### src/rtl/seq_cfg_pkg.sv
// Sizing constants shared by every block of the step sequencer
package seq_cfg_pkg;

    // Number of sequence slots that can be programmed
    localparam int max_steps = 5;

    // Number of start/done channel pairs on the output side
    localparam int n_channels = 5;

    // A step index must cover 0 to max_steps-1
    localparam int step_index_width = 3;

    // A channel selector can also name channels that do not exist
    // Such steps are passed over without a pulse
    localparam int channel_index_width = 3;

    // Width of a skip setting and of each per-step skip counter
    localparam int skip_width = 5;

    // The step delay and the timebase divider share one width
    localparam int delay_width = 16;

    // Width of the step-count field in the control register
    localparam int n_steps_width = 8;

endpackage

### src/rtl/seq_regmap_pkg.sv
// Register map of the programming port
package seq_regmap_pkg;

    // Address and data widths of the port
    localparam int reg_addr_width = 4;
    localparam int reg_data_width = 32;

    // Control register with the step count in the low byte
    localparam logic [reg_addr_width-1:0] addr_control = 4'd0;

    // Timebase divider, one tick every divider+1 clock cycles
    localparam logic [reg_addr_width-1:0] addr_timebase = 4'd1;

    // Inter-step delay, counted in timebase ticks
    localparam logic [reg_addr_width-1:0] addr_step_delay = 4'd2;

    // First of the per-step channel selectors, one register per step
    localparam logic [reg_addr_width-1:0] addr_step_channel_base = 4'd3;

    // First of the per-step skip settings, right after the channel block
    localparam logic [reg_addr_width-1:0] addr_skip_base =
        reg_addr_width'(3 + seq_cfg_pkg::max_steps);

    // Three fixed registers followed by two blocks of per-step registers
    localparam int n_registers = 3 + 2 * seq_cfg_pkg::max_steps;

    // Burst bit in the control register
    // The step count sits below it, starting at bit 0
    localparam int ctrl_burst_bit = 8;

endpackage

### src/rtl/seq_register_file.sv
`timescale 1ns/1ps

module seq_register_file import seq_cfg_pkg::*, seq_regmap_pkg::*; (
    input  logic                           clock,
    input  logic                           rst_n,
    input  logic                           reg_write,
    input  logic [reg_addr_width-1:0]      reg_addr,
    input  logic [reg_data_width-1:0]      reg_wdata,
    output logic [reg_data_width-1:0]      reg_rdata,
    output logic [n_steps_width-1:0]       n_steps,
    output logic                           burst_mode,
    output logic [delay_width-1:0]         timebase_divider,
    output logic [delay_width-1:0]         step_delay,
    output logic [channel_index_width-1:0] step_channel [max_steps],
    output logic [skip_width-1:0]          skip_setting [max_steps]
);

    // Keep the step count within 1 to max_steps so the engine never
    // indexes past the last slot
    function automatic logic [n_steps_width-1:0] clamp_steps(
        input logic [n_steps_width-1:0] raw
    );
        if (raw == '0) begin
            return n_steps_width'(1);
        end
        if (raw > n_steps_width'(max_steps)) begin
            return n_steps_width'(max_steps);
        end
        return raw;
    endfunction

    always_ff @(posedge clock) begin
        if (!rst_n) begin
            // A cleared step count clamps to one, so that is what it holds
            n_steps          <= n_steps_width'(1);
            burst_mode       <= 1'b0;
            timebase_divider <= '0;
            step_delay       <= '0;
            for (int i = 0; i < max_steps; i++) begin
                step_channel[i] <= '0;
                skip_setting[i] <= '0;
            end
        end else if (reg_write) begin
            if (reg_addr == addr_control) begin
                n_steps    <= clamp_steps(reg_wdata[n_steps_width-1:0]);
                burst_mode <= reg_wdata[ctrl_burst_bit];
            end
            if (reg_addr == addr_timebase) begin
                timebase_divider <= reg_wdata[delay_width-1:0];
            end
            if (reg_addr == addr_step_delay) begin
                step_delay <= reg_wdata[delay_width-1:0];
            end
            // Per-step blocks are decoded slot by slot
            for (int i = 0; i < max_steps; i++) begin
                if (reg_addr == addr_step_channel_base + reg_addr_width'(i)) begin
                    step_channel[i] <= reg_wdata[channel_index_width-1:0];
                end
                if (reg_addr == addr_skip_base + reg_addr_width'(i)) begin
                    skip_setting[i] <= reg_wdata[skip_width-1:0];
                end
            end
        end
    end

    // Readback is combinational, and anything outside the map reads zero
    always_comb begin
        reg_rdata = '0;
        if (reg_addr == addr_control) begin
            reg_rdata[n_steps_width-1:0] = n_steps;
            reg_rdata[ctrl_burst_bit]    = burst_mode;
        end
        if (reg_addr == addr_timebase) begin
            reg_rdata[delay_width-1:0] = timebase_divider;
        end
        if (reg_addr == addr_step_delay) begin
            reg_rdata[delay_width-1:0] = step_delay;
        end
        for (int i = 0; i < max_steps; i++) begin
            if (reg_addr == addr_step_channel_base + reg_addr_width'(i)) begin
                reg_rdata[channel_index_width-1:0] = step_channel[i];
            end
            if (reg_addr == addr_skip_base + reg_addr_width'(i)) begin
                reg_rdata[skip_width-1:0] = skip_setting[i];
            end
        end
    end

endmodule

### src/rtl/seq_timebase.sv
`timescale 1ns/1ps

module seq_timebase import seq_cfg_pkg::*; (
    input  logic                   clock,
    input  logic                   rst_n,
    input  logic [delay_width-1:0] timebase_divider,
    input  logic                   tick_restart,
    output logic                   tick
);

    // Cycles elapsed since the last restart or tick
    logic [delay_width-1:0] prescale_count;

    // The tick is high during the cycle in which the count has reached the
    // divider, which gives one tick every divider+1 cycles
    // Greater-or-equal also catches a divider lowered below the running count
    assign tick = (prescale_count >= timebase_divider);

    always_ff @(posedge clock) begin
        if (!rst_n) begin
            prescale_count <= '0;
        end else if (tick_restart || tick) begin
            // A restart lines the first tick up with the start of a delay
            prescale_count <= '0;
        end else begin
            prescale_count <= prescale_count + 1'b1;
        end
    end

endmodule

### src/rtl/seq_skip_counters.sv
`timescale 1ns/1ps

module seq_skip_counters import seq_cfg_pkg::*; (
    input  logic                        clock,
    input  logic                        rst_n,
    input  logic [step_index_width-1:0] current_step,
    input  logic [skip_width-1:0]       skip_setting [max_steps],
    input  logic                        skip_eval,
    input  logic                        skip_clear,
    output logic                        step_fire
);

    // One pass counter per sequence slot
    logic [skip_width-1:0] pass_count [max_steps];

    // Target for the slot that is being evaluated
    logic [skip_width-1:0] skip_target;

    // Settings of 0 and 1 both mean fire on every pass
    // A setting of N otherwise lets N-1 passes go by before firing
    always_comb begin
        if (skip_setting[current_step] <= skip_width'(1)) begin
            skip_target = '0;
        end else begin
            skip_target = skip_setting[current_step] - 1'b1;
        end
    end

    // Greater-or-equal covers a setting lowered while a count was running
    assign step_fire = (pass_count[current_step] >= skip_target);

    always_ff @(posedge clock) begin
        if (!rst_n || skip_clear) begin
            for (int i = 0; i < max_steps; i++) begin
                pass_count[i] <= '0;
            end
        end else if (skip_eval) begin
            // A firing pass starts the count over, a skipped pass adds one
            if (step_fire) begin
                pass_count[current_step] <= '0;
            end else begin
                pass_count[current_step] <= pass_count[current_step] + 1'b1;
            end
        end
    end

endmodule

### src/rtl/seq_engine.sv
`timescale 1ns/1ps

module seq_engine import seq_cfg_pkg::*; (
    input  logic                           clock,
    input  logic                           rst_n,
    input  logic                           enable,
    input  logic [n_channels-1:0]          step_done,
    input  logic [n_steps_width-1:0]       n_steps,
    input  logic                           burst_mode,
    input  logic [delay_width-1:0]         step_delay,
    input  logic [channel_index_width-1:0] step_channel [max_steps],
    input  logic                           step_fire,
    input  logic                           tick,
    output logic [n_channels-1:0]          step_start,
    output logic [step_index_width-1:0]    current_step,
    output logic                           skip_eval,
    output logic                           skip_clear,
    output logic                           tick_restart
);

    typedef enum logic [1:0] {
        st_idle,
        st_start_step,
        st_wait_done,
        st_step_delay
    } state_t;

    state_t state;

    // Ticks seen since the current delay began
    logic [delay_width-1:0] delay_count;

    // Channel of the active step, decoded one-hot
    logic [channel_index_width-1:0] cur_channel;
    logic [n_channels-1:0]          channel_onehot;
    logic                           channel_valid;
    logic                           done_sel;
    logic                           last_step;
    logic                           step_goes_out;

    assign cur_channel = step_channel[current_step];

    // A selector past the last channel decodes to all zeros
    always_comb begin
        for (int i = 0; i < n_channels; i++) begin
            channel_onehot[i] = (cur_channel == channel_index_width'(i));
        end
    end

    assign channel_valid = (cur_channel < channel_index_width'(n_channels));

    // Only the done flag of the channel that was started counts
    assign done_sel = |(step_done & channel_onehot);

    // The step count is never zero, so the last slot is n_steps-1
    assign last_step = (n_steps_width'(current_step) + 1'b1) >= n_steps;

    // A step pulses only if it is due and its channel exists
    assign step_goes_out = step_fire && channel_valid;

    // Skip counters advance once per visit to start_step and clear when idle
    assign skip_eval  = (state == st_start_step);
    assign skip_clear = (state == st_idle);

    // Restart the timebase on every entry into the delay state, so the
    // first tick lands divider+1 cycles later
    assign tick_restart = ((state == st_wait_done) && done_sel) ||
                          ((state == st_start_step) && !step_goes_out);

    always_ff @(posedge clock) begin
        if (!rst_n) begin
            state        <= st_idle;
            current_step <= '0;
            step_start   <= '0;
            delay_count  <= '0;
        end else begin
            // Start pulses last a single cycle
            step_start <= '0;
            case (state)
                st_idle: begin
                    current_step <= '0;
                    if (enable) begin
                        state <= st_start_step;
                    end
                end
                st_start_step: begin
                    delay_count <= '0;
                    if (step_goes_out) begin
                        step_start <= channel_onehot;
                        state      <= st_wait_done;
                    end else begin
                        // Skipped or unmapped steps count as done at once
                        state <= st_step_delay;
                    end
                end
                st_wait_done: begin
                    // No timeout, the engine waits as long as the channel needs
                    if (done_sel) begin
                        state <= st_step_delay;
                    end
                end
                st_step_delay: begin
                    if (delay_count >= step_delay) begin
                        if (last_step) begin
                            current_step <= '0;
                            state        <= burst_mode ? st_idle : st_start_step;
                        end else begin
                            current_step <= current_step + 1'b1;
                            state        <= st_start_step;
                        end
                    end else if (tick) begin
                        delay_count <= delay_count + 1'b1;
                    end
                end
                default: begin
                    state <= st_idle;
                end
            endcase
        end
    end

endmodule

### src/rtl/seq_top.sv
`timescale 1ns/1ps

module seq_top import seq_cfg_pkg::*, seq_regmap_pkg::*; (
    input  logic                      clock,
    input  logic                      rst_n,
    input  logic                      reg_write,
    input  logic [reg_addr_width-1:0] reg_addr,
    input  logic [reg_data_width-1:0] reg_wdata,
    output logic [reg_data_width-1:0] reg_rdata,
    input  logic                      enable,
    output logic [n_channels-1:0]     step_start,
    input  logic [n_channels-1:0]     step_done
);

    // Configuration from the register file
    logic [n_steps_width-1:0]       n_steps;
    logic                           burst_mode;
    logic [delay_width-1:0]         timebase_divider;
    logic [delay_width-1:0]         step_delay;
    logic [channel_index_width-1:0] step_channel [max_steps];
    logic [skip_width-1:0]          skip_setting [max_steps];

    // Engine to timebase and skip counters
    logic                        tick_restart;
    logic                        tick;
    logic [step_index_width-1:0] current_step;
    logic                        skip_eval;
    logic                        skip_clear;
    logic                        step_fire;

    seq_register_file seq_register_file_inst (
        .clock            (clock),
        .rst_n            (rst_n),
        .reg_write        (reg_write),
        .reg_addr         (reg_addr),
        .reg_wdata        (reg_wdata),
        .reg_rdata        (reg_rdata),
        .n_steps          (n_steps),
        .burst_mode       (burst_mode),
        .timebase_divider (timebase_divider),
        .step_delay       (step_delay),
        .step_channel     (step_channel),
        .skip_setting     (skip_setting)
    );

    seq_timebase seq_timebase_inst (
        .clock            (clock),
        .rst_n            (rst_n),
        .timebase_divider (timebase_divider),
        .tick_restart     (tick_restart),
        .tick             (tick)
    );

    seq_skip_counters seq_skip_counters_inst (
        .clock        (clock),
        .rst_n        (rst_n),
        .current_step (current_step),
        .skip_setting (skip_setting),
        .skip_eval    (skip_eval),
        .skip_clear   (skip_clear),
        .step_fire    (step_fire)
    );

    seq_engine seq_engine_inst (
        .clock        (clock),
        .rst_n        (rst_n),
        .enable       (enable),
        .step_done    (step_done),
        .n_steps      (n_steps),
        .burst_mode   (burst_mode),
        .step_delay   (step_delay),
        .step_channel (step_channel),
        .step_fire    (step_fire),
        .tick         (tick),
        .step_start   (step_start),
        .current_step (current_step),
        .skip_eval    (skip_eval),
        .skip_clear   (skip_clear),
        .tick_restart (tick_restart)
    );

endmodule

### config.mk
export PLATFORM = sky130hd
export DESIGN_NAME = seq_top
export DESIGN_NICKNAME = d
export VERILOG_FILES = /design/src/rtl/seq_cfg_pkg.sv /design/src/rtl/seq_regmap_pkg.sv /design/src/rtl/seq_register_file.sv /design/src/rtl/seq_timebase.sv /design/src/rtl/seq_skip_counters.sv /design/src/rtl/seq_engine.sv /design/src/rtl/seq_top.sv
export SDC_FILE = /design/constraint.sdc
export NUM_CORES = 1
export LEC_CHECK = 0
export BUFFER_PORTS_ARGS = -buffer_cell sky130_fd_sc_hd__buf_2
export CORE_MARGIN = 2
export CORE_UTILIZATION = 25
export CTS_BUF_LIST = sky130_fd_sc_hd__clkbuf_8
export DETAILED_ROUTE_END_ITERATION = 8
export HOLD_SLACK_MARGIN = 0.02
export SLEW_MARGIN = 20
export SYNTH_ARGS = -nofsm -noshare
export SYNTH_HDL_FRONTEND = slang
export SYNTH_SLANG_ARGS = --single-unit
### constraint.sdc
create_clock -name clock -period 9.43 [get_ports clock]
set_clock_uncertainty 0.15 [all_clocks]
set_input_delay 1.886 -clock clock [delete_from_list [all_inputs] [get_ports clock]]
set_output_delay 1.886 -clock clock [all_outputs]
set_load 0.005 [all_outputs]
== Word-level counts from Yosys, hierarchy flattened ==
Memories as Yosys holds them, arrays and structs flattened. A register that Yosys moved wholly into a read port is not among the register bits.
Cells that the tools add are included.

* $add $sub $neg: 6
* $lt $le $gt $ge: 8
* Equal/unequal tests: 24
* Multiplexer cells: 62
* Bitwise gates (word level): 4
* Reduce and logical (&&, ||, !) cells: 34

{| class="wikitable"
|+ Operators by type and width
! operator !! number
|-
| 2-to-1 mux 16 bit || 4
|-
| 2-to-1 mux 5 bit || 10
|-
| 2-to-1 mux 3 bit || 12
|-
| adder 16 x 1 -> 16 bit, second input constant || 2
|-
| greater-or-equal comparator 16 bit || 2
|-
| 2-to-1 mux 8 bit || 4
|-
| one-hot mux 16 bit (2 select lines) || 1
|-
| AND reduction 2 bit || 14
|-
| 2-to-1 mux 1 bit || 22
|-
| == test 4 bit, second input constant || 5
|-
| == test 4 x 3 -> 1 bit, second input constant || 4
|-
| binary-select mux 5 bit (select 3 bit) || 1
|-
| OR reduction 5 bit || 2
|-
| binary-select mux 3 bit (select 3 bit) || 1
|-
| 2-to-1 mux 9 bit || 1
|-
| AND reduction 3 bit || 3
|-
| == test 4 x 2 -> 1 bit, second input constant || 2
|-
| greater-or-equal comparator 8 bit || 1
|-
| greater-than comparator 8 x 3 -> 1 bit, second input constant || 1
|-
| zero test 8 bit || 1
|-
| 2-to-1 mux 2 bit || 4
|-
| one-hot mux 2 bit (4 select lines) || 1
|-
| == test 3 x 2 -> 1 bit, second input constant || 2
|-
| inequality test 2 bit, second input constant || 3
|-
| 27 further kinds || 35
|}

* Register bits after elaboration: 123
* Memory bits (writable): 25
* Input port bits: 45
* Output and inout bits: 37
* Logic and storage cells: 158
* Memories: 1

{| class="wikitable"
|+ Memory list
! memory !! words !! width !! rd ports !! clocked after memory_dff !! write ports !! RTL line !! RTL
|-
| seq_skip_counters_inst.pass_count || 5 || 5 || 1 || 1 || 5 || seq_skip_counters.sv:14 || <nowiki>logic [skip_width-1:0] pass_count [max_steps];</nowiki>
|}

== Longest topological paths before layout ==
* Depth in word-level cells: 14
* Depth in mapped cells: 18
* Gate-level depth less buffers: 15

== Modules after synthesis ==
From an unflattened synthesis, not the netlist that was laid out.

* Cell total of the unflattened synthesis: 1123
* Area total of the unflattened synthesis: 9701.8 um^2

{| class="wikitable"
|+ By module, submodules not included
! module !! instances !! cells each !! area each (um^2) !! sequential area each (um^2)
|-
| seq_register_file || 1 || 531 || 4172.8 || 1621.6
|-
| seq_skip_counters || 1 || 209 || 2357.3 || 1201.2
|-
| seq_engine || 1 || 251 || 2015.7 || 520.5
|-
| seq_timebase || 1 || 132 || 1156.1 || 320.3
|}

== Worst setup path before layout ==
Ideal clock, no wire load.

* Kind: in2out
* Start: input port reg_addr[3]
* End: output port reg_rdata[2]
* Data arrival time: 3.155 ns
* Data required time: 7.394 ns
* Setup slack: 4.239 ns
* Stages: 9
* Path buffers: 2
* Path through: clkbuf_1 > nor2b_1 > clkbuf_1 > o21ai_0 > a21oi_1 > a211oi_1 > a21oi_1 > o22ai_1 > a31oi_1

* Longest elaborated chain between the ends: 14
* Elaborated cells on any way between the ends: 26
* Classes of those cells: 12 x eq/ne; 13 x mux; 1 x reduce/logical

{| class="wikitable"
|+ Ends and longest elaborated chain
! element !! RTL line !! RTL
|-
| start, declared || seq_top.sv:7 || <nowiki>input logic [reg_addr_width-1:0] reg_addr,</nowiki>
|-
| zero test 4 bit || seq_register_file.sv:69 || <nowiki>if (reg_addr == addr_control) begin</nowiki>
|-
| 2-to-1 mux 9 bit || seq_register_file.sv:69 ||
|-
| 2-to-1 mux 16 bit || seq_register_file.sv:73 || <nowiki>if (reg_addr == addr_timebase) begin</nowiki>
|-
| 2-to-1 mux 16 bit || seq_register_file.sv:76 || <nowiki>if (reg_addr == addr_step_delay) begin</nowiki>
|-
| 2-to-1 mux 3 bit || seq_register_file.sv:80 || <nowiki>if (reg_addr == addr_step_channel_base + reg_addr_width'(i)) begin</nowiki>
|-
| 2-to-1 mux 5 bit || seq_register_file.sv:83 || <nowiki>if (reg_addr == addr_skip_base + reg_addr_width'(i)) begin</nowiki>
|-
| 2-to-1 mux 3 bit || seq_register_file.sv:80 ||
|-
| 2-to-1 mux 5 bit || seq_register_file.sv:83 ||
|-
| 2-to-1 mux 3 bit || seq_register_file.sv:80 ||
|-
| 2-to-1 mux 5 bit || seq_register_file.sv:83 ||
|-
| 2-to-1 mux 3 bit || seq_register_file.sv:80 ||
|-
| 2-to-1 mux 5 bit || seq_register_file.sv:83 ||
|-
| 2-to-1 mux 3 bit || seq_register_file.sv:80 ||
|-
| 2-to-1 mux 5 bit * || seq_register_file.sv:83 ||
|-
| end, declared || seq_top.sv:9 || <nowiki>output logic [reg_data_width-1:0] reg_rdata,</nowiki>
|}

Mark *: on every way between the ends. The rest lies on a longest branch, timed or not.

== Final worst setup path ==
* Start: input port reg_addr[0]
* End: output port reg_rdata[2]

The elaborated chain is that of the path after synthesis.

==> impl_results.html <==
<table>
<tr><th>Metric</th><th>Value</th></tr>
<tr><th colspan="2">Drt</th></tr>
<tr><td>Total via count in the routed design</td><td>around 7,200</td></tr>
<tr><td>Routed wirelength normalized by instance count</td><td>15.3 um</td></tr>
<tr><td>Residual DRC count</td><td>0</td></tr>
<tr><td>Ratio of routed vias to standard cells</td><td>approximately 4.7</td></tr>
<tr><td>Starting DRT DRC Count</td><td>just over 500</td></tr>
<tr><td>DRT Wirelength</td><td>approximately 23,000 um</td></tr>
<tr><td>Detail Route Antenna Nets</td><td>0</td></tr>
<tr><td>First-pass detailed-route iteration total</td><td>5</td></tr>
<tr><th colspan="2">Power and ir drop</th></tr>
<tr><td>Fraction of power spent switching nets</td><td>0.304</td></tr>
<tr><td>Leakage power</td><td>roughly 3.7 nW</td></tr>
<tr><td>Power share of the clock group</td><td>0.331</td></tr>
<tr><td>Net switching power</td><td>466 uW</td></tr>
<tr><td>Ratio of total power to cell area</td><td>about 150 nW/um^2</td></tr>
<tr><td>Maximum VDD drop</td><td>0.0644 mV</td></tr>
<tr><td>Cell Int Power</td><td>1.07 mW</td></tr>
<tr><td>Portion of total power attributed to combinational logic</td><td>0.156</td></tr>
<tr><td>Post-layout power</td><td>between 1.5 and 2 mW</td></tr>
<tr><td>Sequential power share</td><td>0.513</td></tr>
<tr><th colspan="2">Clock network</th></tr>
<tr><td>Total clock sinks</td><td>between 150 and 200</td></tr>
<tr><td>CTS tree</td><td>yes</td></tr>
<tr><td>Buffers from clock root to sink, at most</td><td>2</td></tr>
<tr><td>Worst skew pair latency</td><td>between 400 and 500 ps</td></tr>
<tr><td>Post-CTS setup repair buffer count</td><td>0</td></tr>
<tr><td>Clock root cell</td><td>clkbuf_8</td></tr>
<tr><td>Hold buffer count at CTS</td><td>0</td></tr>
<tr><td>Number of gates resized after cts</td><td>0</td></tr>
<tr><td>Clock slew at reported path FFs</td><td>roughly 80 ps</td></tr>
<tr><td>Htree depth</td><td>4</td></tr>
<tr><td>Clock buffers created by TritonCTS</td><td>17</td></tr>
<tr><th colspan="2">STA</th></tr>
<tr><td>Setup repair after global routing missed its margin</td><td>false</td></tr>
<tr><td>Maximum achievable frequency</td><td>approximately 0.16 GHz</td></tr>
<tr><td>Slew at the pin closest to its max-slew limit</td><td>~1000 ps</td></tr>
<tr><td>Final max-slew violation count</td><td>0</td></tr>
<tr><td>Final worst path period share</td><td>0.652</td></tr>
<tr><td>Fin Setup TNS</td><td>0 ps</td></tr>
<tr><td>Worst slew slack as a fraction of its limit</td><td>0.298</td></tr>
<tr><td>Setup violations, final</td><td>0</td></tr>
<tr><td>Endpoints failing hold</td><td>0</td></tr>
<tr><td>Min cycle time layout</td><td>between 6000 and 7000 ps</td></tr>
<tr><th colspan="2">Global route</th></tr>
<tr><td>Global router's overall resource usage</td><td>0.121</td></tr>
<tr><td>Wire length of the first global-routing pass</td><td>approximately 37,000 um</td></tr>
<tr><td>Largest net degree at the start of global routing</td><td>95</td></tr>
<tr><td>Gr ovfl total</td><td>0</td></tr>
<tr><td>Initial antenna violation count</td><td>7</td></tr>
<tr><td>Number of global-route vias before repair</td><td>6,874</td></tr>
<tr><th colspan="2">Synth</th></tr>
<tr><td>Sequential cell area fraction in the yosys report</td><td>0.402</td></tr>
<tr><td>Most used DFF post-synth</td><td>dfxtp_1</td></tr>
<tr><td>Post-Synthesis Cell Area</td><td>just over 9000 sq um</td></tr>
<tr><td>Proportion of synthesized flip-flops having asynchronous set or reset</td><td>0</td></tr>
<tr><td>Share of Yosys cell area claimed by the top area cell type</td><td>0.272</td></tr>
<tr><td>Most frequently used cell type in the post-synthesis netlist</td><td>nand2_1</td></tr>
<tr><td>Avg Cell Area, Syn</td><td>~9 sq um</td></tr>
<tr><td>Most area-hungry cell type in the Yosys netlist</td><td>dfxtp_1</td></tr>
<tr><td>Synth top cells by count</td><td>nand2_1, dfxtp_1, nor2_1, inv_1, mux2i_1</td></tr>
<tr><td>Number of distinct library cells after synthesis</td><td>a little under 60</td></tr>
<tr><td>Yosys synthesis warning count</td><td>0</td></tr>
<tr><td>Post-synth EDFFs</td><td>40</td></tr>
<tr><td>Count of mapped cells out of synthesis</td><td>between 1,000 and 1,500</td></tr>
<tr><td>Dominant cells by area after synthesis</td><td>dfxtp_1, edfxtp_1, ha_1</td></tr>
<tr><td>FF+latch count, synth</td><td>roughly 170</td></tr>
<tr><th colspan="2">Run</th></tr>
<tr><td>Number of violations of the max-capacitance limit</td><td>0</td></tr>
<tr><th colspan="2">Floorplan</th></tr>
<tr><td>Width of the die</td><td>approximately 200 um</td></tr>
<tr><td>Standard-cell rows</td><td>70</td></tr>
<tr><td>Io pins</td><td>82</td></tr>
<tr><td>Starting density of the core</td><td>0.254</td></tr>
<tr><td>Die Ht</td><td>~200 um</td></tr>
<tr><td>Area of the die</td><td>between 30,000 and 40,000 sq um</td></tr>
<tr><td>Placeable Area</td><td>about 37,000 sq um</td></tr>
<tr><th colspan="2">Setup path</th></tr>
<tr><td>Worst EP arrival</td><td>~4100 ps</td></tr>
<tr><td>Slowest library cell on the worst path</td><td>buf_2</td></tr>
<tr><td>Crit path cell chain</td><td>buf_2 -&gt; nand2b_1 -&gt; o22ai_1 -&gt; a32o_1 -&gt; a211oi_1 -&gt; a21oi_1 -&gt; o22ai_1 -&gt; a31oi_1 -&gt; buf_2</td></tr>
<tr><td>Worst stage delay on the critical path</td><td>440 ps</td></tr>
<tr><td>Crit Path Class</td><td>input port to primary output</td></tr>
<tr><td>Endpoint class of the critical path</td><td>primary output</td></tr>
<tr><td>Worst-case register-to-register setup slack</td><td>~4700 ps</td></tr>
<tr><td>Crit-path max FO</td><td>25</td></tr>
<tr><td>Required time worst endpoint</td><td>between 7000 and 8000 ps</td></tr>
<tr><td>Nature of the critical path startpoint</td><td>input port</td></tr>
<tr><th colspan="2">Final layout</th></tr>
<tr><td>FILL cells</td><td>3,808</td></tr>
<tr><td>Synthesis-to-finish area growth</td><td>10.3%</td></tr>
<tr><td>Fraction of layout cells with a size suffix above 1</td><td>0.114</td></tr>
<tr><td>Net count reported at finish</td><td>1,142</td></tr>
<tr><th colspan="2">Min path</th></tr>
<tr><td>Worst min-delay path class</td><td>flop to flop</td></tr>
<tr><th colspan="2">Placed design</th></tr>
<tr><td>Count of input and output buffers</td><td>49</td></tr>
<tr><td>Detail Placement HPWL</td><td>between 15,000 and 20,000 um</td></tr>
<tr><td>Final weighted congestion of routability-driven global placement</td><td>0.912</td></tr>
<tr><th colspan="2">Outcome</th></tr>
<tr><td>Run status</td><td>finished clean</td></tr>
</table>
-- stage by stage --
stage               instances  hold WS, ps  cell area [sq um]  utilization  setup slack, ps
global placement         1495          301               9830        0.269             3370
detailed placement       1495          312               9830        0.269             3350
global route             1529          349              10200        0.280             3150
floorplan                1043          287               9320            -             4240
finish                   1529          323              10200        0.280             3280
CTS                      1527          324              10200        0.279             3350
-- worst paths after layout --
| check | depth (start not counted) | from | endpoint |
|---|---|---|---|
| worst max register to register | 15 | seq_engine_inst.current_step[2]$_SDFFE_PN0N_ | seq_skip_counters_inst.pass_count[0][2]$_SDFFCE_PN0P_ |
| worst max-delay path | 9 | reg_addr[0] | reg_rdata[2] |
| worst min-delay path | 2 | seq_register_file_inst.step_delay[1]$_SDFFE_PN0P_ | seq_register_file_inst.step_delay[1]$_SDFFE_PN0P_ |
| worst min register to register | 2 | seq_register_file_inst.step_delay[1]$_SDFFE_PN0P_ | seq_register_file_inst.step_delay[1]$_SDFFE_PN0P_ |
-- power by group through the flow --
stage | combinational, mW | clock (mW) | sequential (mW)
after floorplan | 0.185 | 0 | 0.799
after global placement | 0.236 | 0 | 0.803
after detailed placement | 0.241 | 0 | 0.805
after CTS | 0.241 | 0.517 | 0.788
after global routing | 0.265 | 0.547 | 0.791
final | 0.240 | 0.509 | 0.788
-- layout by cell type, fill, tap and decap left out, types with 14 or more instances in the layout --
master	synthesis	routed
mux4_2	14	14
o21ai_0	35	35
nand2b_1	14	14
a21oi_1	36	36
conb_1	1	16
buf_2	7	49
and3_1	18	18
inv_1	57	57
nor2_1	86	85
nand3_1	32	32
nor2b_1	42	42
a21boi_0	43	43
mux2i_1	53	53
edfxtp_1	40	40
ha_1	51	51
nand2_1	132	132
clkbuf_8	0	17
dfxtp_1	126	126
-- critical path, delay by kind of cell --
family / cells / cell delay (ps)
AO/OA/AOI/OAI: 6 / 1200
buffers and inverters: 2 / 600
AND/OR/NAND/NOR: 1 / 410
-- logic make-up (layout without fill, tap and decap cells) --
| family | count (synthesis) | in the layout | synth area share |
|---|---|---|---|
| xor+xnor | 19 | 19 | 0.0180 |
| buf+inv | 127 | 143 | 0.0617 |
| fa+ha+maj | 51 | 51 | 0.0689 |
| compound gates | 196 | 196 | 0.144 |
| simple gates | 396 | 396 | 0.207 |
| other cells | 1 | 18 | 0.000405 |
| flops | 166 | 166 | 0.402 |
| mux | 72 | 72 | 0.0974 |
-- routing by layer --
| layer | global-route usage | routed length (um) | vias up |
|---|---|---|---|
| met5 | 0 | 59 | - |
| met4 | 0.0295 | 213 | 10 |
| met3 | 0.0255 | 1030 | 22 |
| met2 | 0.202 | 11300 | 133 |
| met1 | 0.161 | 10800 | 3440 |
| li1 | - | - | 3632 |
-- registers in the layout, indices dropped and copies added, names as in the netlist, named ones only --
register and flops:
seq_skip_counters_inst.pass_count 40, seq_register_file_inst.skip_setting 25, seq_engine_inst.delay_count 16, seq_register_file_inst.step_delay 16, seq_register_file_inst.timebase_divider 16, seq_timebase_inst.prescale_count 16
seq_register_file_inst.step_channel 15, seq_register_file_inst.n_steps 8, seq_engine_inst.step_start 5, seq_engine_inst.current_step 3, seq_engine_inst.state 2, seq_register_file_inst.burst_mode 1
-- layout make-up --
| cell class | instances | area, sq um | share of cell area |
|---|---|---|---|
| diodes | 2 | 5.00 | 0.000490 |
| clock buffers | 17 | 234 | 0.0229 |
| clock inverters | 15 | 146 | 0.0143 |
| inverters | 58 | 218 | 0.0213 |
| multi-input cells | 750 | 5030 | 0.492 |
| flip-flops and latches | 166 | 3720 | 0.365 |
| well taps | 468 | 586 | 0.0573 |
| repair buffers | 53 | 275 | 0.0269 |
Note: power is estimated with default switching activity, not from simulation.
